`src/logic/cpuPkg.sv`:
```
/*
  Shared sizes, opcode encodings and the record that moves between pipeline stages.
  Instruction layout is III M XXX DDDDDDDDD, or III M XXX 000000 YYY for register form.
  r7 is not a real register. It reads as zero and is never written.
*/
package cpuPkg;

    parameter int wordSize   = 16;
    parameter int numRegs    = 8;
    parameter int regBits    = $clog2(numRegs);
    parameter int opcodeBits = 3;

    // opcode field, bits 15:13
    parameter logic [opcodeBits-1:0] opMv    = 3'b000;
    parameter logic [opcodeBits-1:0] opMvtB  = 3'b001; // mvt when M set, b when clear
    parameter logic [opcodeBits-1:0] opAdd   = 3'b010;
    parameter logic [opcodeBits-1:0] opSub   = 3'b011;
    parameter logic [opcodeBits-1:0] opLd    = 3'b100;
    parameter logic [opcodeBits-1:0] opSt    = 3'b101;
    parameter logic [opcodeBits-1:0] opAnd   = 3'b110;
    parameter logic [opcodeBits-1:0] opOther = 3'b111; // retires as no-op

    typedef enum logic [2:0] {
        aluNone,
        aluMov, // result = op2
        aluAdd,
        aluSub,
        aluAnd
    } AluOp;

    // one record per stage register, all fields zero is a bubble
    typedef struct packed {
        logic                valid;     // clear means bubble
        logic [regBits-1:0]  rX;        // destination, also store data source
        logic [regBits-1:0]  rY;
        logic [wordSize-1:0] op1;       // rX value, or PC for a branch
        logic [wordSize-1:0] op2;       // rY value or immediate, memory address for ld/st
        logic [wordSize-1:0] result;    // ALU result, load data after Memory2
        AluOp                aluOp;
        logic                isBranch;
        logic                read;      // ld
        logic                write;     // st
        logic                writeback; // result goes to rX
    } StageRecord;

endpackage
```
`src/logic/pipelinedCore.sv`:
```
/*
  Six-stage in-order core, no forwarding. Instruction port is a fixed one-cycle read,
  the data port is valid/ready with DataDone as ready.
  Load data must arrive on DataIn exactly one cycle after the accepting edge.
*/
module pipelinedCore #(
    parameter logic [cpuPkg::wordSize-1:0] ResetPc = '0
) (
    input  logic                        Clock,
    input  logic                        Reset,
    input  logic [cpuPkg::wordSize-1:0] InstrIn,
    output logic [cpuPkg::wordSize-1:0] InstrAddr,
    input  logic [cpuPkg::wordSize-1:0] DataIn,
    input  logic                        DataDone,
    output logic [cpuPkg::wordSize-1:0] DataAddr,
    output logic [cpuPkg::wordSize-1:0] DataOut,
    output logic                        ReadData,
    output logic                        WriteData
);

    logic [cpuPkg::wordSize-1:0] fetchedInstr, fetchedPc, branchTarget;
    logic [cpuPkg::wordSize-1:0] readDataA, readDataB, writeValue;
    logic [cpuPkg::regBits-1:0]  readRegA, readRegB, writeReg;
    logic [cpuPkg::regBits-1:0]  mem1Rx, mem2Rx, wbRx;
    logic                        fetchedValid, hazardStall, memStall, branchTaken;
    logic                        writeEnable, mem1Writes, mem2Writes, wbWrites;
    cpuPkg::StageRecord          decodeRecord, executeRecord;

    registerFile u_registerFile (
        .Clock, .Reset, .readRegA, .readRegB, .writeEnable, .writeReg, .writeValue,
        .readDataA, .readDataB
    );

    fetchUnit #(.ResetPc(ResetPc)) u_fetchUnit (
        .Clock, .Reset, .InstrIn, .hazardStall, .memStall, .branchTaken, .branchTarget,
        .InstrAddr, .fetchedInstr, .fetchedValid, .fetchedPc
    );

    decodeUnit u_decodeUnit (
        .Clock, .Reset, .fetchedInstr, .fetchedValid, .fetchedPc, .readDataA, .readDataB,
        .memStall, .branchTaken, .executeRecord,
        .mem1Rx, .mem1Writes, .mem2Rx, .mem2Writes, .wbRx, .wbWrites,
        .readRegA, .readRegB, .decodeRecord, .hazardStall
    );

    executeUnit u_executeUnit (
        .Clock, .Reset, .decodeRecord, .memStall, .executeRecord, .branchTaken, .branchTarget
    );

    memoryUnit u_memoryUnit (
        .Clock, .Reset, .executeRecord, .DataIn, .DataDone,
        .DataAddr, .DataOut, .ReadData, .WriteData, .memStall,
        .writeEnable, .writeReg, .writeValue,
        .mem1Rx, .mem1Writes, .mem2Rx, .mem2Writes, .wbRx, .wbWrites
    );

endmodule

```
`src/logic/memoryUnit.sv`:
```
/*
  Memory1 drives the data request from the Execute register, Memory2 takes the load word,
  Writeback writes the register file. DataDone low stalls the whole pipeline.
  Load data is valid only in the cycle after acceptance. If Memory2 is held then,
  the word is kept in its record.
*/
module memoryUnit (
    input  logic                        Clock,
    input  logic                        Reset,
    input  cpuPkg::StageRecord          executeRecord,
    input  logic [cpuPkg::wordSize-1:0] DataIn,
    input  logic                        DataDone,
    output logic [cpuPkg::wordSize-1:0] DataAddr,
    output logic [cpuPkg::wordSize-1:0] DataOut,
    output logic                        ReadData,
    output logic                        WriteData,
    output logic                        memStall,
    output logic                        writeEnable,
    output logic [cpuPkg::regBits-1:0]  writeReg,
    output logic [cpuPkg::wordSize-1:0] writeValue,
    output logic [cpuPkg::regBits-1:0]  mem1Rx,
    output logic                        mem1Writes,
    output logic [cpuPkg::regBits-1:0]  mem2Rx,
    output logic                        mem2Writes,
    output logic [cpuPkg::regBits-1:0]  wbRx,
    output logic                        wbWrites
);

    cpuPkg::StageRecord          mem1Record; // in Memory2
    cpuPkg::StageRecord          mem2Record; // in Writeback
    cpuPkg::StageRecord          wbRecord;   // retired
    logic                        mem1Fresh;  // DataIn belongs to mem1Record this cycle
    logic [cpuPkg::wordSize-1:0] loadValue;

    // request straight from the Execute register, held there by memStall
    assign ReadData  = executeRecord.valid && executeRecord.read;
    assign WriteData = executeRecord.valid && executeRecord.write;
    assign DataAddr  = executeRecord.op2;
    assign DataOut   = executeRecord.op1;                 // store data is rX
    assign memStall  = (ReadData || WriteData) && !DataDone;

    assign loadValue = (mem1Fresh && mem1Record.read) ? DataIn : mem1Record.result;

    always_ff @(posedge Clock, posedge Reset) begin
        if (Reset) begin
            mem1Record <= '0;
            mem2Record <= '0;
            wbRecord   <= '0;
            mem1Fresh  <= 1'b0;
        end else if (!memStall) begin
            mem1Record        <= executeRecord;
            mem2Record        <= mem1Record;
            mem2Record.result <= loadValue;
            wbRecord          <= mem2Record;
            mem1Fresh         <= 1'b1;
        end else begin
            mem1Record.result <= loadValue; // catch the load word before DataIn moves on
            mem1Fresh         <= 1'b0;
        end
    end

    // one write per instruction, none while the pipeline is held
    assign writeEnable = mem2Record.valid && mem2Record.writeback && !memStall;
    assign writeReg    = mem2Record.rX;
    assign writeValue  = mem2Record.result;

    assign mem1Rx     = mem1Record.rX;
    assign mem1Writes = mem1Record.valid && mem1Record.writeback;
    assign mem2Rx     = mem2Record.rX;
    assign mem2Writes = mem2Record.valid && mem2Record.writeback;
    assign wbRx       = wbRecord.rX;
    assign wbWrites   = wbRecord.valid && wbRecord.writeback;

    // a refused request must not change until the memory takes it
    requestStable: assert property (@(posedge Clock) disable iff (Reset)
        (ReadData || WriteData) && !DataDone
            |=> $stable({ReadData, WriteData, DataAddr, DataOut}));

endmodule

```
`src/logic/executeUnit.sv`:
```
/*
  ALU and branch resolution. A branch goes through the ALU as PC plus offset,
  and its target is that sum plus one. branchTaken is a single-cycle pulse,
  held off while the memory side stalls so the redirect happens once.
*/
module executeUnit (
    input  logic                        Clock,
    input  logic                        Reset,
    input  cpuPkg::StageRecord          decodeRecord,
    input  logic                        memStall,
    output cpuPkg::StageRecord          executeRecord,
    output logic                        branchTaken,
    output logic [cpuPkg::wordSize-1:0] branchTarget
);

    logic [cpuPkg::wordSize-1:0] aluResult;

    always_comb begin
        case (decodeRecord.aluOp)
            cpuPkg::aluMov: aluResult = decodeRecord.op2;
            cpuPkg::aluAdd: aluResult = decodeRecord.op1 + decodeRecord.op2;
            cpuPkg::aluSub: aluResult = decodeRecord.op1 - decodeRecord.op2;
            cpuPkg::aluAnd: aluResult = decodeRecord.op1 & decodeRecord.op2;
            default:        aluResult = '0; // ld/st keep their address in op2
        endcase
    end

    assign branchTaken  = decodeRecord.valid && decodeRecord.isBranch && !memStall;
    assign branchTarget = aluResult + 1'b1;

    always_ff @(posedge Clock, posedge Reset) begin
        if (Reset) begin
            executeRecord <= '0;
        end else if (!memStall) begin
            executeRecord        <= decodeRecord;
            executeRecord.result <= aluResult;
        end
    end

endmodule

```
`src/logic/decodeUnit.sv`:
```
/*
  Field split, operand read and RAW check. No forwarding: an instruction waits here
  until every older writer of its sources has written the register file.
  The check is against Execute, Memory1, Memory2 and Writeback records.
  ld and st always take rY as the address register, whatever M says.
*/
module decodeUnit (
    input  logic                         Clock,
    input  logic                         Reset,
    input  logic [cpuPkg::wordSize-1:0]  fetchedInstr,
    input  logic                         fetchedValid,
    input  logic [cpuPkg::wordSize-1:0]  fetchedPc,
    input  logic [cpuPkg::wordSize-1:0]  readDataA,
    input  logic [cpuPkg::wordSize-1:0]  readDataB,
    input  logic                         memStall,
    input  logic                         branchTaken,
    input  cpuPkg::StageRecord           executeRecord,
    input  logic [cpuPkg::regBits-1:0]   mem1Rx,
    input  logic                         mem1Writes,
    input  logic [cpuPkg::regBits-1:0]   mem2Rx,
    input  logic                         mem2Writes,
    input  logic [cpuPkg::regBits-1:0]   wbRx,
    input  logic                         wbWrites,
    output logic [cpuPkg::regBits-1:0]   readRegA,
    output logic [cpuPkg::regBits-1:0]   readRegB,
    output cpuPkg::StageRecord           decodeRecord,
    output logic                         hazardStall
);

    localparam int immBits = 9;

    logic [cpuPkg::opcodeBits-1:0] opcode;
    logic                          mFlag;
    logic [immBits-1:0]            imm;
    logic [cpuPkg::wordSize-1:0]   immExt;
    logic                          isBranch;
    logic                          readsX;  // rX is a source operand
    logic                          readsY;  // register-form second operand
    logic [4:0]                    pendValid;
    logic [4:0][cpuPkg::regBits-1:0] pendReg;
    cpuPkg::StageRecord            nextRecord;

    assign opcode   = fetchedInstr[cpuPkg::wordSize-1 -: cpuPkg::opcodeBits];
    assign mFlag    = fetchedInstr[cpuPkg::wordSize-cpuPkg::opcodeBits-1];
    assign readRegA = fetchedInstr[cpuPkg::wordSize-cpuPkg::opcodeBits-2 -: cpuPkg::regBits];
    assign readRegB = fetchedInstr[cpuPkg::regBits-1:0];
    assign imm      = fetchedInstr[immBits-1:0];
    assign immExt   = {{(cpuPkg::wordSize-immBits){imm[immBits-1]}}, imm}; // sign extend

    assign isBranch = opcode == cpuPkg::opMvtB && !mFlag;
    assign readsX   = opcode inside {cpuPkg::opAdd, cpuPkg::opSub, cpuPkg::opAnd, cpuPkg::opSt};
    assign readsY   = opcode inside {cpuPkg::opLd, cpuPkg::opSt}
                   || (!mFlag && opcode inside {cpuPkg::opMv, cpuPkg::opAdd, cpuPkg::opSub,
                                                cpuPkg::opAnd});

    always_comb begin
        nextRecord          = '0;
        nextRecord.valid    = 1'b1;
        nextRecord.rX       = readRegA;
        nextRecord.rY       = readRegB;
        nextRecord.isBranch = isBranch;
        nextRecord.read     = opcode == cpuPkg::opLd;
        nextRecord.write    = opcode == cpuPkg::opSt;
        nextRecord.op1      = isBranch ? fetchedPc : readDataA; // branch base is its own address
        if (opcode == cpuPkg::opMvtB)
            nextRecord.op2 = isBranch ? immExt : {imm[7:0], 8'h00}; // mvt fills upper byte
        else
            nextRecord.op2 = readsY ? readDataB : immExt;
        case (opcode)
            cpuPkg::opMv:   nextRecord.aluOp = cpuPkg::aluMov;
            cpuPkg::opMvtB: nextRecord.aluOp = isBranch ? cpuPkg::aluAdd : cpuPkg::aluMov;
            cpuPkg::opAdd:  nextRecord.aluOp = cpuPkg::aluAdd;
            cpuPkg::opSub:  nextRecord.aluOp = cpuPkg::aluSub;
            cpuPkg::opAnd:  nextRecord.aluOp = cpuPkg::aluAnd;
            default:        nextRecord.aluOp = cpuPkg::aluNone;
        endcase
        // st, b and opOther write nothing, r7 is never a target
        nextRecord.writeback = !isBranch && readRegA != 3'd7
                            && !(opcode inside {cpuPkg::opSt, cpuPkg::opOther});
    end

    // pending writers, youngest first
    assign pendValid = {decodeRecord.valid && decodeRecord.writeback,
                        executeRecord.valid && executeRecord.writeback,
                        mem1Writes, mem2Writes, wbWrites};
    assign pendReg   = {decodeRecord.rX, executeRecord.rX, mem1Rx, mem2Rx, wbRx};

    always_comb begin
        hazardStall = 1'b0;
        for (int i = 0; i < 5; i++) begin
            if (pendValid[i] && ((readsX && pendReg[i] == readRegA)
                              || (readsY && pendReg[i] == readRegB)))
                hazardStall = fetchedValid;
        end
    end

    always_ff @(posedge Clock, posedge Reset) begin
        if (Reset)
            decodeRecord <= '0;
        else if (branchTaken)
            decodeRecord <= '0;                  // flush the wrong-path instruction
        else if (!memStall)
            decodeRecord <= (hazardStall || !fetchedValid) ? '0 : nextRecord; // bubble on RAW
    end

    // a redirect drops the held Fetch word too, so two bubbles follow the branch
    flushNotHeld: assert property (@(posedge Clock) disable iff (Reset)
        branchTaken |=> !fetchedValid ##1 !decodeRecord.valid);

endmodule

```
`src/logic/fetchUnit.sv`:
```
/*
  PC and Fetch stage register. The instruction memory answers one cycle after the address.
  While stalled the address of the word in flight is presented again, so no word is lost.
  A taken branch presents its target at once, which gives two bubbles in Execute.
*/
module fetchUnit #(
    parameter logic [cpuPkg::wordSize-1:0] ResetPc = '0
) (
    input  logic                        Clock,
    input  logic                        Reset,
    input  logic [cpuPkg::wordSize-1:0] InstrIn,
    input  logic                        hazardStall,
    input  logic                        memStall,
    input  logic                        branchTaken,
    input  logic [cpuPkg::wordSize-1:0] branchTarget,
    output logic [cpuPkg::wordSize-1:0] InstrAddr,
    output logic [cpuPkg::wordSize-1:0] fetchedInstr,
    output logic                        fetchedValid,
    output logic [cpuPkg::wordSize-1:0] fetchedPc
);

    logic [cpuPkg::wordSize-1:0] pc;          // next address to request
    logic [cpuPkg::wordSize-1:0] inFlightPc;  // address of the word now on InstrIn
    logic                        inFlightValid;
    logic                        stall;

    assign stall = hazardStall || memStall;

    // redirect wins, a stall repeats the in-flight request
    assign InstrAddr = branchTaken ? branchTarget : (stall ? inFlightPc : pc);

    always_ff @(posedge Clock, posedge Reset) begin
        if (Reset) begin
            pc            <= ResetPc;
            inFlightPc    <= ResetPc;
            inFlightValid <= 1'b0;
            fetchedValid  <= 1'b0;
        end else if (branchTaken) begin
            pc            <= branchTarget + 1'b1; // target already requested this cycle
            inFlightPc    <= branchTarget;
            inFlightValid <= 1'b1;
            fetchedValid  <= 1'b0;                // drop the wrong-path word
        end else if (!stall) begin
            pc            <= pc + 1'b1;
            inFlightPc    <= pc;
            inFlightValid <= 1'b1;
            fetchedValid  <= inFlightValid;
        end
    end

    // payload only
    always_ff @(posedge Clock) begin
        if (!stall && !branchTaken) begin
            fetchedInstr <= InstrIn;
            fetchedPc    <= inFlightPc;
        end
    end

endmodule

```
`src/logic/registerFile.sv`:
```
/*
  General registers r0-r6. Reads are combinational, the write lands at the clock edge.
  Index 7 reads as zero. Decode never marks r7 as a writeback target.
*/
module registerFile (
    input  logic                         Clock,
    input  logic                         Reset,
    input  logic [cpuPkg::regBits-1:0]   readRegA,
    input  logic [cpuPkg::regBits-1:0]   readRegB,
    input  logic                         writeEnable,
    input  logic [cpuPkg::regBits-1:0]   writeReg,
    input  logic [cpuPkg::wordSize-1:0]  writeValue,
    output logic [cpuPkg::wordSize-1:0]  readDataA,
    output logic [cpuPkg::wordSize-1:0]  readDataB
);

    localparam logic [cpuPkg::regBits-1:0] zeroReg = cpuPkg::regBits'(cpuPkg::numRegs - 1);

    logic [cpuPkg::wordSize-1:0] regs [cpuPkg::numRegs-1]; // r0..r6 only

    always_ff @(posedge Clock, posedge Reset) begin
        if (Reset) begin
            for (int i = 0; i < cpuPkg::numRegs - 1; i++)
                regs[i] <= '0;
        end else if (writeEnable && writeReg != zeroReg) begin
            regs[writeReg] <= writeValue;
        end
    end

    assign readDataA = (readRegA == zeroReg) ? '0 : regs[readRegA]; // r7 reads zero
    assign readDataB = (readRegB == zeroReg) ? '0 : regs[readRegB];

    // decode is expected to filter r7 targets before they reach writeback
    writeNotR7: assert property (@(posedge Clock) disable iff (Reset)
        writeEnable |-> writeReg != zeroReg);

endmodule

```
`config.mk`:
```
export PLATFORM = sky130hd
export DESIGN_NAME = pipelinedCore
export DESIGN_NICKNAME = d
export VERILOG_FILES = /design/src/logic/cpuPkg.sv /design/src/logic/pipelinedCore.sv /design/src/logic/memoryUnit.sv /design/src/logic/executeUnit.sv /design/src/logic/decodeUnit.sv /design/src/logic/fetchUnit.sv /design/src/logic/registerFile.sv
export SDC_FILE = /design/constraint.sdc
export NUM_CORES = 1
export LEC_CHECK = 0
export BUFFER_PORTS_ARGS = -buffer_cell sky130_fd_sc_hd__buf_4
export CAP_MARGIN = 15
export CORE_UTILIZATION = 35
export CTS_CLUSTER_SIZE = 12
export DETAILED_ROUTE_END_ITERATION = 8
export GPL_ROUTABILITY_DRIVEN = 0
export GPL_TIMING_DRIVEN = 0
export PLACE_DENSITY_LB_ADDON = 0.08
export SYNTH_ARGS = -nofsm -noshare
export SYNTH_HDL_FRONTEND = slang
export SYNTH_SLANG_ARGS = --single-unit
```
`constraint.sdc`:
```
create_clock -name Clock -period 16.8 [get_ports Clock]
set_input_delay 5.04 -clock Clock [delete_from_list [all_inputs] [get_ports Clock]]
set_output_delay 5.04 -clock Clock [all_outputs]
set_load 0.05 [all_outputs]
```
==> impl_metrics.ini, run 1 <==
[outcome]
status = completed

[die]
start_util_pct = 35.5
core_area_sq_mm = 0.0490
rows = 81
dieArea_sq_mm = 0.0505
io_pins = 85
die_height_microns = 225
chipWidth_microns = 225

[synth]
syn-num-nets = 1712
syn_avg_cell_area_sq_um = 10.5
yosys.area_share.adder_pct = 1.48
synth_seq_area_share_pct = 47.8
synth_top_family_by_area = multiplexers
synth_edf_count = 32
ys_types = 95
synthArstFlopShare_pct = 90.2
synth_xor_xnor_area_share_pct = 3.72
ys.flop_type = dfrtp_1
yosysWarnings = 0
netlist_area_sq_mm = 0.0174
synthMuxAreaShare_pct = 15.9
ys_seq_elements = 325
synthCells = 1657
synth-simple-area-share_pct = 13.7
synth_compound_area_share_pct = 13.2

[worst_setup_path]
crit_fanout = 10
worst-endpoint-arrival_ns = 9.22
cp-end-kind = output port
path_class = input port to output port
reg2regPathDepth = 19
worstPathRequired_ns = 11.76
start_kind = input port
r2r_slack_ns = 11.08

[grt]
grt_remaining_overflow = 0
antenna_found_initial = 1
gr-usage-all-layers_pct = 23.0
grt_max_degree = 124
grt_pass1_vias = 13200
grt_pass1_wl_microns = 86100

[clocking]
clk_pin_slew_ns = 0.05
cts.sinks = 325
ctsHoldBuffers = 0
clk_latency_ns = 0.57
cts-root-buf = clkbuf_16
cts_buffer_depth = 3
ctsHtreeMaxLevel = 2
cts_setup_buffers = 0
cts-buffers-inserted = 39
cts_tree = done
cts_resized = 0

[cells_and_area]
multi_input_area_sq_mm = 0.00835
drive_above_1_share_pct = 21.0
antennaDiodeCount = 0
final_cells = 2484
seq_area_sq_mm = 0.00829
nets = 1846
nFillCells = 4818
area_delta_synth_final_pct = 17.1

[power_and_ir_drop]
power.leakage_nw = 9.29
ir_drop_mv = 0.0978
p_total_mw = 4.71
powerDensity_mw_per_mm2 = 232

[run]
max-cap-violations = 0

[placed_design]
dp.cells = 2412
dp_hpwl_microns = 41800
portBuffers = 84

[sta]
finalCriticalPeriod_ns = 14.26
worst_pin_slew_ns = 1.28
hold_viol = 0
fmax_mhz = 70.1
setup_violations = 0
rsz0062_at_grt = false
final.period_utilization_pct = 84.9
holdWs_ns = 0.464
finClkSkew_ns = 0.0247
tns_ns = 0
slew_headroom_pct = 14.4
maxSlewViolCount = 0

[detailed_routing]
drc = 0
drtIter0Drc = 903
ant_nets = 0
wire_per_inst_microns = 22.9
viasPerCell = 5.31
first_pass_iters = 5
routed-via-count = 13200
wl_microns = 56800

[worst_hold_path]
hold_class = register to register
hold_path_depth = 2
## metrics by stage
| step | setup slack [ns] | utilization (%) | cell area (sq um) |
|---|---|---|---|
| after floorplan | 3.67 | - | 17400 |
| after global placement | -0.397 | 38.5 | 18800 |
| after detailed placement | 2.61 | 38.7 | 19000 |
| after CTS | 2.59 | 41.5 | 20300 |
| after global routing | 2.33 | 41.5 | 20300 |
| final | 2.54 | 41.5 | 20300 |
## synthesized netlist by cell type (6+ instances only)
cell type | n | area share (%)
o211ai_1 | 6 | 0.26
nor3_1 | 18 | 0.52
clkbuf_1 | 74 | 1.6
a21o_1 | 13 | 0.56
mux2i_1 | 77 | 4.4
xnor2_1 | 40 | 2.0
edfxtp_1 | 32 | 5.5
buf_4 | 33 | 1.4
buf_1 | 16 | 0.35
nand3_1 | 10 | 0.29
nand4_1 | 12 | 0.43
o21ai_0 | 110 | 3.2
o21ai_1 | 7 | 0.20
and2_1 | 9 | 0.32
a31oi_1 | 10 | 0.36
ha_1 | 19 | 1.4
xor2_1 | 32 | 1.6
buf_2 | 6 | 0.17
nor4_1 | 8 | 0.29
mux2_2 | 112 | 7.3
a21oi_1 | 86 | 2.5
o21a_1 | 6 | 0.26
dfrtp_1 | 293 | 42
inv_1 | 21 | 0.45
a211oi_1 | 6 | 0.26
nor3b_1 | 6 | 0.26
nand2_1 | 284 | 6.1
nor2b_1 | 7 | 0.25
a22oi_1 | 8 | 0.35
a22o_1 | 21 | 1.1
mux4_2 | 32 | 4.1
a221o_1 | 13 | 0.75
nor2_1 | 90 | 1.9
o22ai_1 | 8 | 0.29
nand2b_1 | 13 | 0.47
o31ai_1 | 9 | 0.39
## worst max-delay path: stages
cell	delay (ns)
buf_4	0.11
nor2b_1	0.27
o21a_1	0.32
clkinv_1	0.39
nand3_1	0.54
buf_2	0.35
clkbuf_1	0.49
clkbuf_1	0.48
clkbuf_1	0.56
o21ai_0	0.37
buf_4	0.29
## registers in the layout, indices dropped and copies added, names as in the netlist
signal,flops
u_registerFile.regs,112
u_executeUnit.executeRecord,55
u_decodeUnit.decodeRecord,43
u_memoryUnit.mem1Record,19
u_fetchUnit.fetchedInstr,16
u_fetchUnit.fetchedPc,16
u_fetchUnit.inFlightPc,16
u_fetchUnit.pc,16
u_memoryUnit.writeValue,16
u_memoryUnit.mem1Rx,3
u_memoryUnit.mem2Rx,3
u_memoryUnit.wbRx,3
u_memoryUnit.mem2Record,2
u_memoryUnit.wbRecord,2
u_fetchUnit.fetchedValid,1
u_fetchUnit.inFlightValid,1
u_memoryUnit.mem1Fresh,1
## area by class of cell
class | count | area share [%]
inverter | 22 | 0.443
multi-input combinational | 1178 | 41.1
tap | 664 | 4.09
clock buffer | 55 | 5.60
sequential | 325 | 40.8
buffer | 132 | 3.20
timing repair buffer | 93 | 3.75
clock inverter | 15 | 1.04
## placed cells by master (no fill, tap or decap), types with 8 or more instances in the layout
cell and instances:
mux4_2 32, edfxtp_1 32, o21ai_0 110, xnor2_1 40
clkbuf_16 41, nor3_1 18, nand2_1 284, and2_1 9
a22oi_1 8, ha_1 19, dfrtp_1 293, a21o_1 13
buf_4 119, nand3_1 10, mux2_2 112, a22o_1 21
nor2_1 90, o31ai_1 9, mux2i_1 77, inv_1 20
a221o_1 13, nand4_1 12, a21oi_1 86, xor2_1 32
nand2b_1 13, buf_1 16, a31oi_1 10, o22ai_1 8
clkbuf_1 81
## worst paths after layout
| path | start | to |
|---|---|---|
| max | DataDone | InstrAddr[5] |
| min | u_executeUnit.executeRecord[44] | u_executeUnit.executeRecord[44] |
| max reg2reg | u_decodeUnit.decodeRecord[5] | u_fetchUnit.pc[14] |
| min reg2reg | u_executeUnit.executeRecord[44] | u_executeUnit.executeRecord[44] |
| max in group asynchronous | Reset | u_fetchUnit.pc[5] |
| min in group asynchronous | Reset | u_memoryUnit.mem2Record[0] |
## logic make-up after synthesis
logic type                 count (synthesis)
xor gates and xnor gates                  73
adders and majority gates                 20
muxes                                    221
AOI/OAI and AO/OA                        353
DFF                                      325
and+or+nand+nor                          511
buffers and inverters                    154
## power breakdown
part | switching [mW] | internal, mW
Clock | 0.346 | 0.550
Combinational | 1.51 | 0.878
Sequential | 0.290 | 1.13
## metal layers
layer,up-vias,GRT usage (%),part of all wire (%)
li1,6186,-,-
met1,6649,34.0,49
met2,304,34.6,44
met3,63,3.38,4.4
met4,0,6.93,2.6
met5,-,0,0
Power figures use the tool's default switching activity.
==> inputs of run 2 (changes only) <==
Settings changed: ABC_AREA set to 1.
Clock period 16.8 ns to 12.6 ns, I/O delays scaled along.
==> impl_metrics.ini, run 2 <==
[synth]
yosysWarnings = 0
synth_top_area_share_pct = 42.2
synth_commonest_cells = 540 x nand2_1, 309 x o21ai_0, 293 x dfrtp_1
synth_edf_count = 32
yosys.area.top_type = dfrtp_1
syn_avg_cell_area_sq_um = 8.13
synthTopCellsByArea = dfrtp_1 42%, nand2_1 12%, o21ai_0 8.9%
synthArstFlopShare_pct = 90.2
syn-num-nets = 2191
synth_seq_area_share_pct = 47.8
netlist_area_sq_mm = 0.0174
ys_types = 53
synthCells = 2136
post-synth-top-count-cell = nand2_1
ys_seq_elements = 325
ys.flop_type = dfrtp_1

[clocking]
ctsHtreeMaxLevel = 2
clk_latency_ns = 0.57
cts_setup_buffers = 0
cts-root-buf = clkbuf_16
cts_resized = 0
cts_buffer_depth = 3
ctsHoldBuffers = 0
cts_tree = done
cts-buffers-inserted = 41
cts.sinks = 325
clk_pin_slew_ns = 0.06

[die]
core_area_sq_mm = 0.0490
chipWidth_microns = 225
start_util_pct = 35.5
rows = 81
die_height_microns = 225
io_pins = 85
dieArea_sq_mm = 0.0505

[run]
max-cap-violations = 0

[sta]
slew_headroom_pct = 29.4
setup_slack_ns = 2.69
rsz0062_at_grt = false
finalCriticalPeriod_ns = 9.91
final.period_utilization_pct = 78.6
setup_violations = 0
finClkSkew_ns = 0.0185
holdWs_ns = 0.445
worst_pin_slew_ns = 1.05
hold_viol = 0
maxSlewViolCount = 0
fmax_mhz = 101
tns_ns = 0

[worst_hold_path]
hold_class = register to register
hold_path_depth = 0

[worst_setup_path]
worst-endpoint-arrival_ns = 6.13
path_class = input port to output port
reg2regPathDepth = 26
worstPathRequired_ns = 8.82
crit_fanout = 10
cp-end-kind = output port
start_kind = input port

[placed_design]
preCtsSetupSlack_ns = 2.65
portBuffers = 84
dp_hpwl_microns = 49300

[cells_and_area]
nets = 2321
antennaDiodeCount = 0
regMostFlops = u_registerFile.regs
nFillCells = 4996
final_common_cell = nand2_1
largest_register_ffs = 112
top_regs = u_registerFile.regs x112, u_executeUnit.executeRecord x55, u_decodeUnit.decodeRecord x43
drive_above_1_share_pct = 12.1
final_util_pct = 41.4
final_cell_mix = 540 x nand2_1, 309 x o21ai_0, 293 x dfrtp_1, 212 x inv_1, 117 x buf_4
area_delta_synth_final_pct = 16.8

[detailed_routing]
wire_per_inst_microns = 22.1
drc = 0
wl_microns = 65600
first_pass_iters = 6
viasPerCell = 5.39
ant_nets = 0
drtIter0Drc = 1385
routed-via-count = 16000

[grt]
grt_remaining_overflow = 0
grt_max_degree = 120
grt_pass1_vias = 15400
grt_pass1_wl_microns = 98400
antenna_found_initial = 0
gr-usage-all-layers_pct = 26.3

[power_and_ir_drop]
ir_drop_mv = 0.124
powerDensity_mw_per_mm2 = 327
power.leakage_nw = 9.20
p_total_mw = 6.63

[outcome]
status = completed
run 2: changes by cell type after synthesis, moves of 77 or more:
cell,before,now
o21ai_0,110,309
mux2i_1,77,0
nand2_1,284,540
inv_1,21,214
mux2_2,112,16
nand3_1,10,105
run 2: final timing paths:
kind	end	startpoint	slack, ns
worst max register to register	u_fetchUnit.pc[14]	u_decodeUnit.decodeRecord[5]	7.77
min in group asynchronous	u_registerFile.regs[60]	Reset	3.24
worst min register to register	u_fetchUnit.fetchedPc[1]	u_fetchUnit.inFlightPc[1]	0.45
worst min-delay path	u_fetchUnit.fetchedPc[1]	u_fetchUnit.inFlightPc[1]	0.45
max in group asynchronous	u_fetchUnit.inFlightPc[0]	Reset	7.82
worst max-delay path	InstrAddr[1]	DataDone	2.69
run 2: logic make-up (layout without fill, tap and decap cells):
family	after synthesis	in the layout	synth area share, %
AO/OA/AOI/OAI	524	524	17.5
XOR/XNOR	47	47	2.37
AND/OR/NAND/NOR	833	833	20.9
buffers and inverters	371	532	8.99
multiplexers	16	16	1.04
flip-flops	325	325	47.8
adder cells (fa/ha/maj)	20	20	1.49
run 2: metrics by stage:
stage                     instance area (sq um)  std cells
after floorplan                           17400       2136
after global placement                    18800       2884
after detailed placement                  18900       2887
after CTS                                 20300       2961
after global routing                      20300       2961
final                                     20300       2961
run 2: final cells by class:
class / count / area, sq um / share of cell area, %
flip-flops and latches: 325 / 8290 / 40.9
multi-input cells: 1440 / 7500 / 37.0
clock buffers: 64 / 1250 / 6.15
inverters: 230 / 873 / 4.31
well taps: 664 / 831 / 4.10
repair buffers: 87 / 706 / 3.48
plain buffers: 141 / 694 / 3.42
clock inverters: 10 / 131 / 0.648
run 2: critical path, cell delays in order:
cell,delay [ns]
buf_4,0.11
inv_1,0.05
nand2_1,0.07
nand2_2,0.20
nor2_4,0.09
inv_2,0.13
clkbuf_1,0.48
nand2_2,0.32
inv_2,0.11
buf_4,0.20
buf_6,0.17
nor2_1,0.05
nor2_1,0.13
buf_4,0.22
run 2: power breakdown:
| part | total (mW) | leakage (nW) | internal, mW | switching, mW |
|---|---|---|---|---|
| combinational | 3.59 | 4.33 | 1.04 | 2.55 |
| sequential | 1.83 | 4.19 | 1.51 | 0.321 |
| clock | 1.21 | 0.675 | 0.740 | 0.466 |
run 2: per-layer routing:
layer  share of wire (%)  up-vias  track usage, %
met5                   0        -               0
met4                 3.5        0            9.98
met3                 7.3      109            4.62
met2                  43      666            39.4
met1                  46     7808            37.7
li1                    -     7372               -
